$ cat src/source/rename_consts.svh
/*
  Sizing constants for the register renaming unit.
  Included by the package and by any RTL that sizes arrays or counters.
*/

`ifndef RENAME_CONSTS_SVH
`define RENAME_CONSTS_SVH

// Architectural integer registers x0..x31
`define RN_ARCH_REGS 32

// Physical registers, upper half starts on the free list
`define RN_PHYS_REGS 64

// In-flight instruction ids
`define RN_NUM_IDS 8

// Write-back groups, one tag bit per mapping
`define RN_NUM_WB_GROUPS 2

// Source operands looked up per instruction
`define RN_READ_PORTS 2

`endif

$ cat src/source/rename_pkg.sv
/*
  Shared vector types for the register renaming unit.
  Imported by wildcard in every RTL module header.
*/

`include "rename_consts.svh"

package rename_pkg;

    // Architectural register number
    typedef logic [$clog2(`RN_ARCH_REGS)-1:0] arch_reg_t;

    // Physical register number
    typedef logic [$clog2(`RN_PHYS_REGS)-1:0] phys_reg_t;

    // Instruction id, indexes the history table
    typedef logic [$clog2(`RN_NUM_IDS)-1:0] inst_id_t;

    // Write-back group tag carried with each mapping
    typedef logic [$clog2(`RN_NUM_WB_GROUPS)-1:0] wb_group_t;

endpackage

$ cat src/source/id_history_table.sv
/*
  Per-instruction history of each rename: old mapping, new register
  and destination. Written at rename, read by the retiring id.
*/
`timescale 1ns/1ps
`include "rename_consts.svh"

module id_history_table
    import rename_pkg::*;
(
    input  logic      clk,
    input  logic      we,
    input  inst_id_t  wr_id,
    input  phys_reg_t old_phys,
    input  wb_group_t old_group,
    input  phys_reg_t new_phys,
    input  arch_reg_t rd,
    input  inst_id_t  rd_id,
    output phys_reg_t hist_old_phys,
    output wb_group_t hist_old_group,
    output phys_reg_t hist_new_phys,
    output arch_reg_t hist_rd
);

    // One record per id
    phys_reg_t old_phys_mem  [`RN_NUM_IDS];
    wb_group_t old_group_mem [`RN_NUM_IDS];
    phys_reg_t new_phys_mem  [`RN_NUM_IDS];
    arch_reg_t rd_mem        [`RN_NUM_IDS];

    always_ff @(posedge clk) begin
        if (we) begin
            old_phys_mem[wr_id]  <= old_phys;
            old_group_mem[wr_id] <= old_group;
            new_phys_mem[wr_id]  <= new_phys;
            rd_mem[wr_id]        <= rd;
        end
    end

    // Retire side read
    assign hist_old_phys  = old_phys_mem[rd_id];
    assign hist_old_group = old_group_mem[rd_id];
    assign hist_new_phys  = new_phys_mem[rd_id];
    assign hist_rd        = rd_mem[rd_id];

endmodule

$ cat src/source/phys_free_list.sv
/*
  Free list of physical register numbers as a circular FIFO.
  Head is the next register to hand out; undo takes back the last pop.
*/
`timescale 1ns/1ps
`include "rename_consts.svh"

module phys_free_list
    import rename_pkg::*;
(
    input  logic      clk,
    input  logic      rst,
    input  logic      pop,
    input  logic      push,
    input  phys_reg_t push_data,
    input  logic      undo,
    output phys_reg_t head,
    output logic      empty
);

    // Never more free registers than the non-architectural ones
    localparam int DEPTH = `RN_PHYS_REGS - `RN_ARCH_REGS;
    localparam int PTR_W = $clog2(DEPTH);

    phys_reg_t        mem [DEPTH];
    logic [PTR_W-1:0] rd_ptr;
    logic [PTR_W-1:0] wr_ptr;
    logic [PTR_W:0]   count;
    logic [PTR_W:0]   count_next;

    // Storage
    always_ff @(posedge clk) begin
        if (push) begin
            mem[wr_ptr] <= push_data;
        end
    end

    // Pop and undo never coincide, rename is blocked by flush
    always_ff @(posedge clk) begin
        if (rst) begin
            rd_ptr <= '0;
            wr_ptr <= '0;
            count  <= '0;
        end else begin
            if (pop) begin
                rd_ptr <= rd_ptr + 1'b1;
            end else if (undo) begin
                // Old value still in the slot behind the read pointer
                rd_ptr <= rd_ptr - 1'b1;
            end
            if (push) begin
                wr_ptr <= wr_ptr + 1'b1;
            end
            count <= count_next;
        end
    end

    // Occupancy, push and pop together cancel
    always_comb begin
        count_next = count;
        if (push) begin
            count_next = count_next + 1'b1;
        end
        if (undo) begin
            count_next = count_next + 1'b1;
        end
        if (pop) begin
            count_next = count_next - 1'b1;
        end
    end

    assign head  = mem[rd_ptr];
    assign empty = (count == '0);

endmodule

$ cat src/source/register_renamer.sv
/*
  Register renaming unit, top level. Connects the control to the free
  list, map table and history table and presents the pipeline ports.
*/
`timescale 1ns/1ps

module register_renamer
    import rename_pkg::*;
(
    input  logic      clk,
    input  logic      rst,
    // Decode
    input  logic      decode_advance,
    input  logic      decode_uses_rd,
    input  arch_reg_t decode_rd_addr,
    input  arch_reg_t decode_rs1_addr,
    input  arch_reg_t decode_rs2_addr,
    input  inst_id_t  decode_id,
    input  wb_group_t decode_rd_wb_group,
    output phys_reg_t phys_rs1,
    output phys_reg_t phys_rs2,
    output wb_group_t rs1_wb_group,
    output wb_group_t rs2_wb_group,
    output phys_reg_t phys_rd,
    output logic      rename_ready,
    // Issue
    input  logic      issue_valid,
    input  logic      issue_uses_rd,
    input  arch_reg_t issue_rd_addr,
    input  logic      flush,
    // Retire
    input  logic      retire_valid,
    input  inst_id_t  retire_id,
    input  logic      retire_float,
    input  logic      suppress_writeback
);

    phys_reg_t free_head;
    logic      free_empty;
    logic      fl_pop;
    logic      fl_push;
    phys_reg_t fl_push_data;
    logic      fl_undo;
    logic      map_we;
    arch_reg_t map_waddr;
    phys_reg_t map_wphys;
    wb_group_t map_wgroup;
    phys_reg_t old_phys;
    wb_group_t old_group;
    phys_reg_t saved_phys;
    wb_group_t saved_group;
    logic      hist_we;
    phys_reg_t hist_old_phys;
    wb_group_t hist_old_group;
    phys_reg_t hist_new_phys;
    arch_reg_t hist_rd;

    //////////////////////////////////////////////////////////////////////
    // Control
    //////////////////////////////////////////////////////////////////////
    rename_ctrl i_ctrl (
        .clk                (clk),
        .rst                (rst),
        .decode_advance     (decode_advance),
        .decode_uses_rd     (decode_uses_rd),
        .decode_rd_addr     (decode_rd_addr),
        .decode_rd_wb_group (decode_rd_wb_group),
        .flush              (flush),
        .issue_valid        (issue_valid),
        .issue_uses_rd      (issue_uses_rd),
        .issue_rd_addr      (issue_rd_addr),
        .retire_valid       (retire_valid),
        .retire_float       (retire_float),
        .suppress_writeback (suppress_writeback),
        .free_head          (free_head),
        .free_empty         (free_empty),
        .old_phys           (old_phys),
        .old_group          (old_group),
        .saved_phys         (saved_phys),
        .saved_group        (saved_group),
        .hist_old_phys      (hist_old_phys),
        .hist_old_group     (hist_old_group),
        .hist_new_phys      (hist_new_phys),
        .hist_rd            (hist_rd),
        .rename_ready       (rename_ready),
        .fl_pop             (fl_pop),
        .fl_push            (fl_push),
        .fl_push_data       (fl_push_data),
        .fl_undo            (fl_undo),
        .map_we             (map_we),
        .map_waddr          (map_waddr),
        .map_wphys          (map_wphys),
        .map_wgroup         (map_wgroup),
        .hist_we            (hist_we)
    );

    //////////////////////////////////////////////////////////////////////
    // Datapath
    //////////////////////////////////////////////////////////////////////
    phys_free_list i_free_list (
        .clk       (clk),
        .rst       (rst),
        .pop       (fl_pop),
        .push      (fl_push),
        .push_data (fl_push_data),
        .undo      (fl_undo),
        .head      (free_head),
        .empty     (free_empty)
    );

    // Source addresses go straight to the map table
    spec_map_table i_map (
        .clk         (clk),
        .we          (map_we),
        .waddr       (map_waddr),
        .wphys       (map_wphys),
        .wgroup      (map_wgroup),
        .rs1_addr    (decode_rs1_addr),
        .rs2_addr    (decode_rs2_addr),
        .rs1_phys    (phys_rs1),
        .rs2_phys    (phys_rs2),
        .rs1_group   (rs1_wb_group),
        .rs2_group   (rs2_wb_group),
        .old_phys    (old_phys),
        .old_group   (old_group),
        .saved_phys  (saved_phys),
        .saved_group (saved_group)
    );

    // History written with the old entry and the head at rename
    id_history_table i_history (
        .clk            (clk),
        .we             (hist_we),
        .wr_id          (decode_id),
        .old_phys       (old_phys),
        .old_group      (old_group),
        .new_phys       (free_head),
        .rd             (decode_rd_addr),
        .rd_id          (retire_id),
        .hist_old_phys  (hist_old_phys),
        .hist_old_group (hist_old_group),
        .hist_new_phys  (hist_new_phys),
        .hist_rd        (hist_rd)
    );

    // x0 never gets a physical register
    assign phys_rd = (decode_rd_addr != '0) ? free_head : '0;

endmodule

$ cat src/source/rename_ctrl.sv
/*
  Rename control. Runs the start-up pass after reset, decides rename,
  rollback and retire each cycle, and steers the map table write and
  the free list push.
*/
`timescale 1ns/1ps
`include "rename_consts.svh"

module rename_ctrl
    import rename_pkg::*;
(
    input  logic      clk,
    input  logic      rst,
    input  logic      decode_advance,
    input  logic      decode_uses_rd,
    input  arch_reg_t decode_rd_addr,
    input  wb_group_t decode_rd_wb_group,
    input  logic      flush,
    input  logic      issue_valid,
    input  logic      issue_uses_rd,
    input  arch_reg_t issue_rd_addr,
    input  logic      retire_valid,
    input  logic      retire_float,
    input  logic      suppress_writeback,
    input  phys_reg_t free_head,
    input  logic      free_empty,
    input  phys_reg_t old_phys,
    input  wb_group_t old_group,
    input  phys_reg_t saved_phys,
    input  wb_group_t saved_group,
    input  phys_reg_t hist_old_phys,
    input  wb_group_t hist_old_group,
    input  phys_reg_t hist_new_phys,
    input  arch_reg_t hist_rd,
    output logic      rename_ready,
    output logic      fl_pop,
    output logic      fl_push,
    output phys_reg_t fl_push_data,
    output logic      fl_undo,
    output logic      map_we,
    output arch_reg_t map_waddr,
    output phys_reg_t map_wphys,
    output wb_group_t map_wgroup,
    output logic      hist_we
);

    // Top bit of the counter marks the end of the start-up pass
    localparam int CNT_W = $clog2(`RN_ARCH_REGS) + 1;

    logic [CNT_W-1:0] init_count;
    logic             init_active;
    arch_reg_t        init_idx;
    logic             rename_valid;
    logic             rollback;
    logic             retire_int;
    logic             retire_sup;
    logic             map_same;

    //////////////////////////////////////////////////////////////////////
    // Start-up pass, one map entry and one free register per cycle
    //////////////////////////////////////////////////////////////////////
    always_ff @(posedge clk) begin
        if (rst) begin
            init_count <= '0;
        end else if (init_active) begin
            init_count <= init_count + 1'b1;
        end
    end

    assign init_active = ~init_count[CNT_W-1];
    assign init_idx    = init_count[CNT_W-2:0];

    //////////////////////////////////////////////////////////////////////
    // Per-cycle decisions
    //////////////////////////////////////////////////////////////////////
    // Stalled during start-up or with nothing left to hand out
    assign rename_ready = ~init_active & ~free_empty;

    // x0 and instructions without rd consume nothing
    assign rename_valid = decode_advance & rename_ready & ~flush
                        & decode_uses_rd & (decode_rd_addr != '0);

    // Flushed instruction in issue was the last rename
    assign rollback = flush & issue_valid & issue_uses_rd & (issue_rd_addr != '0);

    // Float retires are accepted but hold no integer register
    assign retire_int = retire_valid & ~retire_float;
    assign retire_sup = retire_int & suppress_writeback;

    //////////////////////////////////////////////////////////////////////
    // Map table write select
    //////////////////////////////////////////////////////////////////////
    // Priority: start-up, suppressed retire, rollback, rename
    // A rename in the same cycle as a suppressed retire loses its write
    always_comb begin
        if (init_active) begin
            // Identity mapping, group 0
            map_waddr  = init_idx;
            map_wphys  = {1'b0, init_idx};
            map_wgroup = '0;
        end else if (retire_sup) begin
            map_waddr  = hist_rd;
            map_wphys  = hist_old_phys;
            map_wgroup = hist_old_group;
        end else if (rollback) begin
            map_waddr  = issue_rd_addr;
            map_wphys  = saved_phys;
            map_wgroup = saved_group;
        end else begin
            map_waddr  = decode_rd_addr;
            map_wphys  = free_head;
            map_wgroup = decode_rd_wb_group;
        end
    end

    // Skip writes that leave the entry as it is
    assign map_same = (old_phys == map_wphys) && (old_group == map_wgroup);
    assign map_we   = init_active | ((retire_sup | rollback | rename_valid) & ~map_same);

    //////////////////////////////////////////////////////////////////////
    // Free list and history
    //////////////////////////////////////////////////////////////////////
    assign fl_pop  = rename_valid;
    assign fl_undo = rollback;
    assign fl_push = init_active | retire_int;

    // Start-up fills with the upper half, retire frees new or old register
    assign fl_push_data = init_active        ? {1'b1, init_idx} :
                          suppress_writeback ? hist_new_phys    : hist_old_phys;

    assign hist_we = rename_valid;

endmodule

$ cat src/source/spec_map_table.sv
/*
  Speculative map from architectural to physical register.
  One write port, asynchronous reads for the sources and for the entry
  being replaced, which is kept one write back for rollback.
*/
`timescale 1ns/1ps
`include "rename_consts.svh"

module spec_map_table
    import rename_pkg::*;
(
    input  logic      clk,
    input  logic      we,
    input  arch_reg_t waddr,
    input  phys_reg_t wphys,
    input  wb_group_t wgroup,
    input  arch_reg_t rs1_addr,
    input  arch_reg_t rs2_addr,
    output phys_reg_t rs1_phys,
    output phys_reg_t rs2_phys,
    output wb_group_t rs1_group,
    output wb_group_t rs2_group,
    output phys_reg_t old_phys,
    output wb_group_t old_group,
    output phys_reg_t saved_phys,
    output wb_group_t saved_group
);

    // Distributed memory, phys number and group side by side
    phys_reg_t phys_mem  [`RN_ARCH_REGS];
    wb_group_t group_mem [`RN_ARCH_REGS];

    arch_reg_t src_addr  [`RN_READ_PORTS];
    phys_reg_t src_phys  [`RN_READ_PORTS];
    wb_group_t src_group [`RN_READ_PORTS];

    always_ff @(posedge clk) begin
        if (we) begin
            phys_mem[waddr]  <= wphys;
            group_mem[waddr] <= wgroup;
            // Entry being overwritten, restored on rollback
            saved_phys       <= old_phys;
            saved_group      <= old_group;
        end
    end

    // Entry at the write index before this cycle's write
    assign old_phys  = phys_mem[waddr];
    assign old_group = group_mem[waddr];

    // Source lookups, no latency
    assign src_addr[0] = rs1_addr;
    assign src_addr[1] = rs2_addr;

    for (genvar i = 0; i < `RN_READ_PORTS; i++) begin : g_src
        assign src_phys[i]  = phys_mem[src_addr[i]];
        assign src_group[i] = group_mem[src_addr[i]];
    end

    assign rs1_phys  = src_phys[0];
    assign rs1_group = src_group[0];
    assign rs2_phys  = src_phys[1];
    assign rs2_group = src_group[1];

endmodule
$ cat config.mk
export PLATFORM = sky130hd
export DESIGN_NAME = register_renamer
export DESIGN_NICKNAME = d
export VERILOG_FILES = /design/src/source/rename_pkg.sv /design/src/source/id_history_table.sv /design/src/source/phys_free_list.sv /design/src/source/register_renamer.sv /design/src/source/rename_ctrl.sv /design/src/source/spec_map_table.sv
export VERILOG_INCLUDE_DIRS = /design/src /design/src/source
export SDC_FILE = /design/constraint.sdc
export NUM_CORES = 1
export LEC_CHECK = 0
export BUFFER_PORTS_ARGS = -buffer_cell sky130_fd_sc_hd__buf_2
export CORE_MARGIN = 8
export CORE_UTILIZATION = 62
export CTS_CLUSTER_DIAMETER = 50
export DETAILED_ROUTE_END_ITERATION = 10
export GPL_TIMING_DRIVEN = 0
export PLACE_DENSITY = 0.76
export SLEW_MARGIN = 20
export SYNTH_ARGS = -nofsm -noshare
export SYNTH_HDL_FRONTEND = slang
export SYNTH_SLANG_ARGS = --single-unit
$ cat constraint.sdc
create_clock -name clk -period 12.6 [get_ports clk]
set_input_delay 1.26 -clock clk [delete_from_list [all_inputs] [get_ports clk]]
set_output_delay 1.26 -clock clk [all_outputs]
set_load 0.005 [all_outputs]
==> out/metrics.yaml <==
cts_buffers: 66
rsz0062_at_grt: "false"
synth_edf_count: 567
dp_slack_ns: 5.010
syn_inst: 1694
fin_nets: 1891
dp_hpwl_mm: 59.89
drt-initial-drc-count: 2806
crit_arrival_ns: 7.48
netlist_area_um2: 28010
worst_setup_path_end_kind: "flop"
crit_buf_inv: 6
synth_area_per_cell_um2: 16.53
drive_gt1_share_pct: 27.49
criticalPathCategory: "in -> reg"
worst_skew_pair.late_latency_ns: 0.60
grt_pass1_wl_mm: 121.3
drc_errors: 0
n_fill_cell: 2839
clockPowerShare_pct: 41.7
cts_tree: "yes"
comb_power_share_pct: 10.3
cts_max_level: 3
synthArstFlopShare_pct: 0
grt_pass1_vias: 17780
setup_viol: 0
routed_wl_mm: 84.86
grt_max_degree: 34
ys_ff_latch: 594
die_w_um: 228.5
synth_top_cell_by_area: "edfxtp_1"
fin_crit_sh_pct: 57.64
max_stage_delay_ns: 0.84
powerDensity_nw_per_um2: 146.1
ys_seq_area_share_pct: 62.73
synthTopCellsByCount: "567 x edfxtp_1, 230 x mux4_2, 157 x nand2_1"
synth.top_cell.area_share_pct: 60.80
finClkSkew_ns: 0.02247
die-area_um2: 52230
core_um2: 44990
cts.reportedPaths.clkPinSlew_ns: 0.06
synth.distinct_cells: 75
cp_max_fo: 10
finalSetupTns_ns: 0
cts_resized: 0
antenna_found_initial: 5
dr.pass1.iters: 7
power_leakage_nw: 10.46
synth_flop_cell: "edfxtp_1"
switching_share_pct: 23.58
start_kind: "input port"
worst_pin_slew_ns: 1.289
antenna_cells: 0
yosys_warnings: 0
worst_ep_required_time_ns: 12.81
num_rows: 78
syn_nets: 1744
ctsLongestPathBuffers: 3
r2r_slack_ns: 5.86
port_buffers: 47
num_vias: 17870
slew_headroom_pct: 13.39
worst_slack_ns: 5.338
root_buffer: "clkbuf_16"
cts_setup_buffers: 0
die_y_um: 228.5
internal-power_mw: 3.539
hold_class: "reg -> reg"
finalMaxSlewViolations: 0
areaGrowthSynthToFinish_pct: 13.14
avgViaCountPerCell: 7.184
globalplace.congestion: 1.013
ant_nets: 0
peakVddDrop_v: 0.0001747
synthTopCellsByArea: "edfxtp_1 61%, mux4_2 18%, mux2i_1 2.6%"
hold_buffers: 0
crit_slowest_cell: "nor2_1"
yosysMostFrequentCell: "edfxtp_1"
outcome: "complete, no violations"
grt_usage_pct: 32.14
pwr-share-seq_pct: 47.9
fin_total_pwr_mw: 4.631
overflow: 0
critPathMostFrequentCell: "clkbuf_1"
hold_viol: 0
initial_core_util_pct: 62.25
ios: 58
max_freq_ghz: 0.1377
clock-sinks: 594
path_delay_family: "simple AND/OR/NAND/NOR gates"
p_sw_mw: 1.092
finalCriticalPeriod_ns: 7.262
max_cap_viol_count: 0
path_cells: "buf_2 > and3b_1 > clkbuf_1 > nand2_1 > a21oi_1 > or2_2 > clkbuf_1 > clkbuf_1 > nor3_1 > nand2_1 > o2bb2ai_1 > a2111oi_0 > nand4_1 > xnor2_1 > and4b_1 > buf_6 > buf_6 > nor2_1"
wl_per_cell_um: 34.11
[routing by layer]
layer  up-vias  share of wire, %  global-route usage (%)
li1       7176                 -                       -
met1      8984                36                   41.51
met2      1418                46                   49.15
met3       291                13                   9.419
met4         4               5.9                   17.28
met5         -             0.032                       0
[sequential cells by signal, indices dropped and copies added, names as in the netlist, named ones only]
| register | count |
|---|---|
| i_free_list.mem | 192 |
| i_map.phys_mem | 192 |
| i_history.new_phys_mem | 48 |
| i_history.old_phys_mem | 48 |
| i_history.rd_mem | 40 |
| i_map.group_mem | 32 |
| i_history.old_group_mem | 8 |
| i_ctrl.init_count | 6 |
| i_free_list.count | 6 |
| i_map.saved_phys | 6 |
| i_free_list.rd_ptr | 5 |
| i_free_list.wr_ptr | 5 |
| i_map.saved_group | 1 |
[cells in the final DEF (no fill, tap or decap), types with 38 or more instances in the layout]
cell type  netlist  routed
edfxtp_1       567     567
buf_2           17      76
clkbuf_1        60      72
mux4_2         230     230
nand2_1        157     157
nand3_1         38      38
mux2_2          44      44
clkbuf_16        0      69
mux2i_1         74      74
nor2_1         135     133
[power by group through the flow]
stage                     Clock, mW  Sequential [mW]  Combinational (mW)
after detailed placement          0             2.26               0.463
after global placement            0             2.26               0.442
after CTS                      1.94             2.22               0.466
after global routing           2.01             2.22               0.496
final                          1.93             2.22               0.479
after floorplan                   0             2.26               0.284
[final timing paths]
kind                    startpoint                  to  depth (start not counted)
min reg2reg  i_free_list.rd_ptr[3]                flop                          2
min          i_free_list.rd_ptr[3]                flop                          2
max reg2reg   i_ctrl.init_count[5]  i_map.group_mem[5]                         15
max             suppress_writeback  i_map.group_mem[5]                         18
[logic make-up after synthesis]
logic type,after synthesis,share of synthesized area [%]
multiplexers,348,22.91
adder cells (fa/ha/maj),13,0.6076
AO/OA/AOI/OAI,158,3.923
flip-flops,594,62.73
buffers and inverters,129,2.113
XOR/XNOR,32,1.001
AND/OR/NAND/NOR,420,6.720
[area by class of cell]
type	count	area [µm²]	area share [%]
Sequential cell	594	17570	55.44
Timing Repair Buffer	79	573.1	1.809
Inverter	22	82.58	0.2606
Clock buffer	85	1797	5.670
Buffer	107	518.0	1.635
Tap cell	600	750.7	2.369
Clock inverter	30	351.6	1.110
Multi-Input combinational cell	971	10050	31.71
[stage by stage]
step,hold slack [ns],util [%],instances,instance area [µm²]
final,0.5274,70.43,2488,31690
after global routing,0.5635,70.43,2488,31690
after CTS,0.5162,70.39,2488,31670
after detailed placement,0.5098,65.62,2373,29520
after global placement,0.4983,64.44,2341,28990
after floorplan,0.4544,-,1694,28010
[worst reg2reg max path: cells and delay by family, from the launching register on]
family / cells / cell delay, ns
AO/OA/AOI/OAI: 3 / 1.59
XOR/XNOR: 1 / 0.34
buffers and inverters: 5 / 1.71
flip-flops: 1 / 0.34
AND/OR/NAND/NOR: 6 / 2.38
No activity file was read; power rests on OpenSTA's default activity.
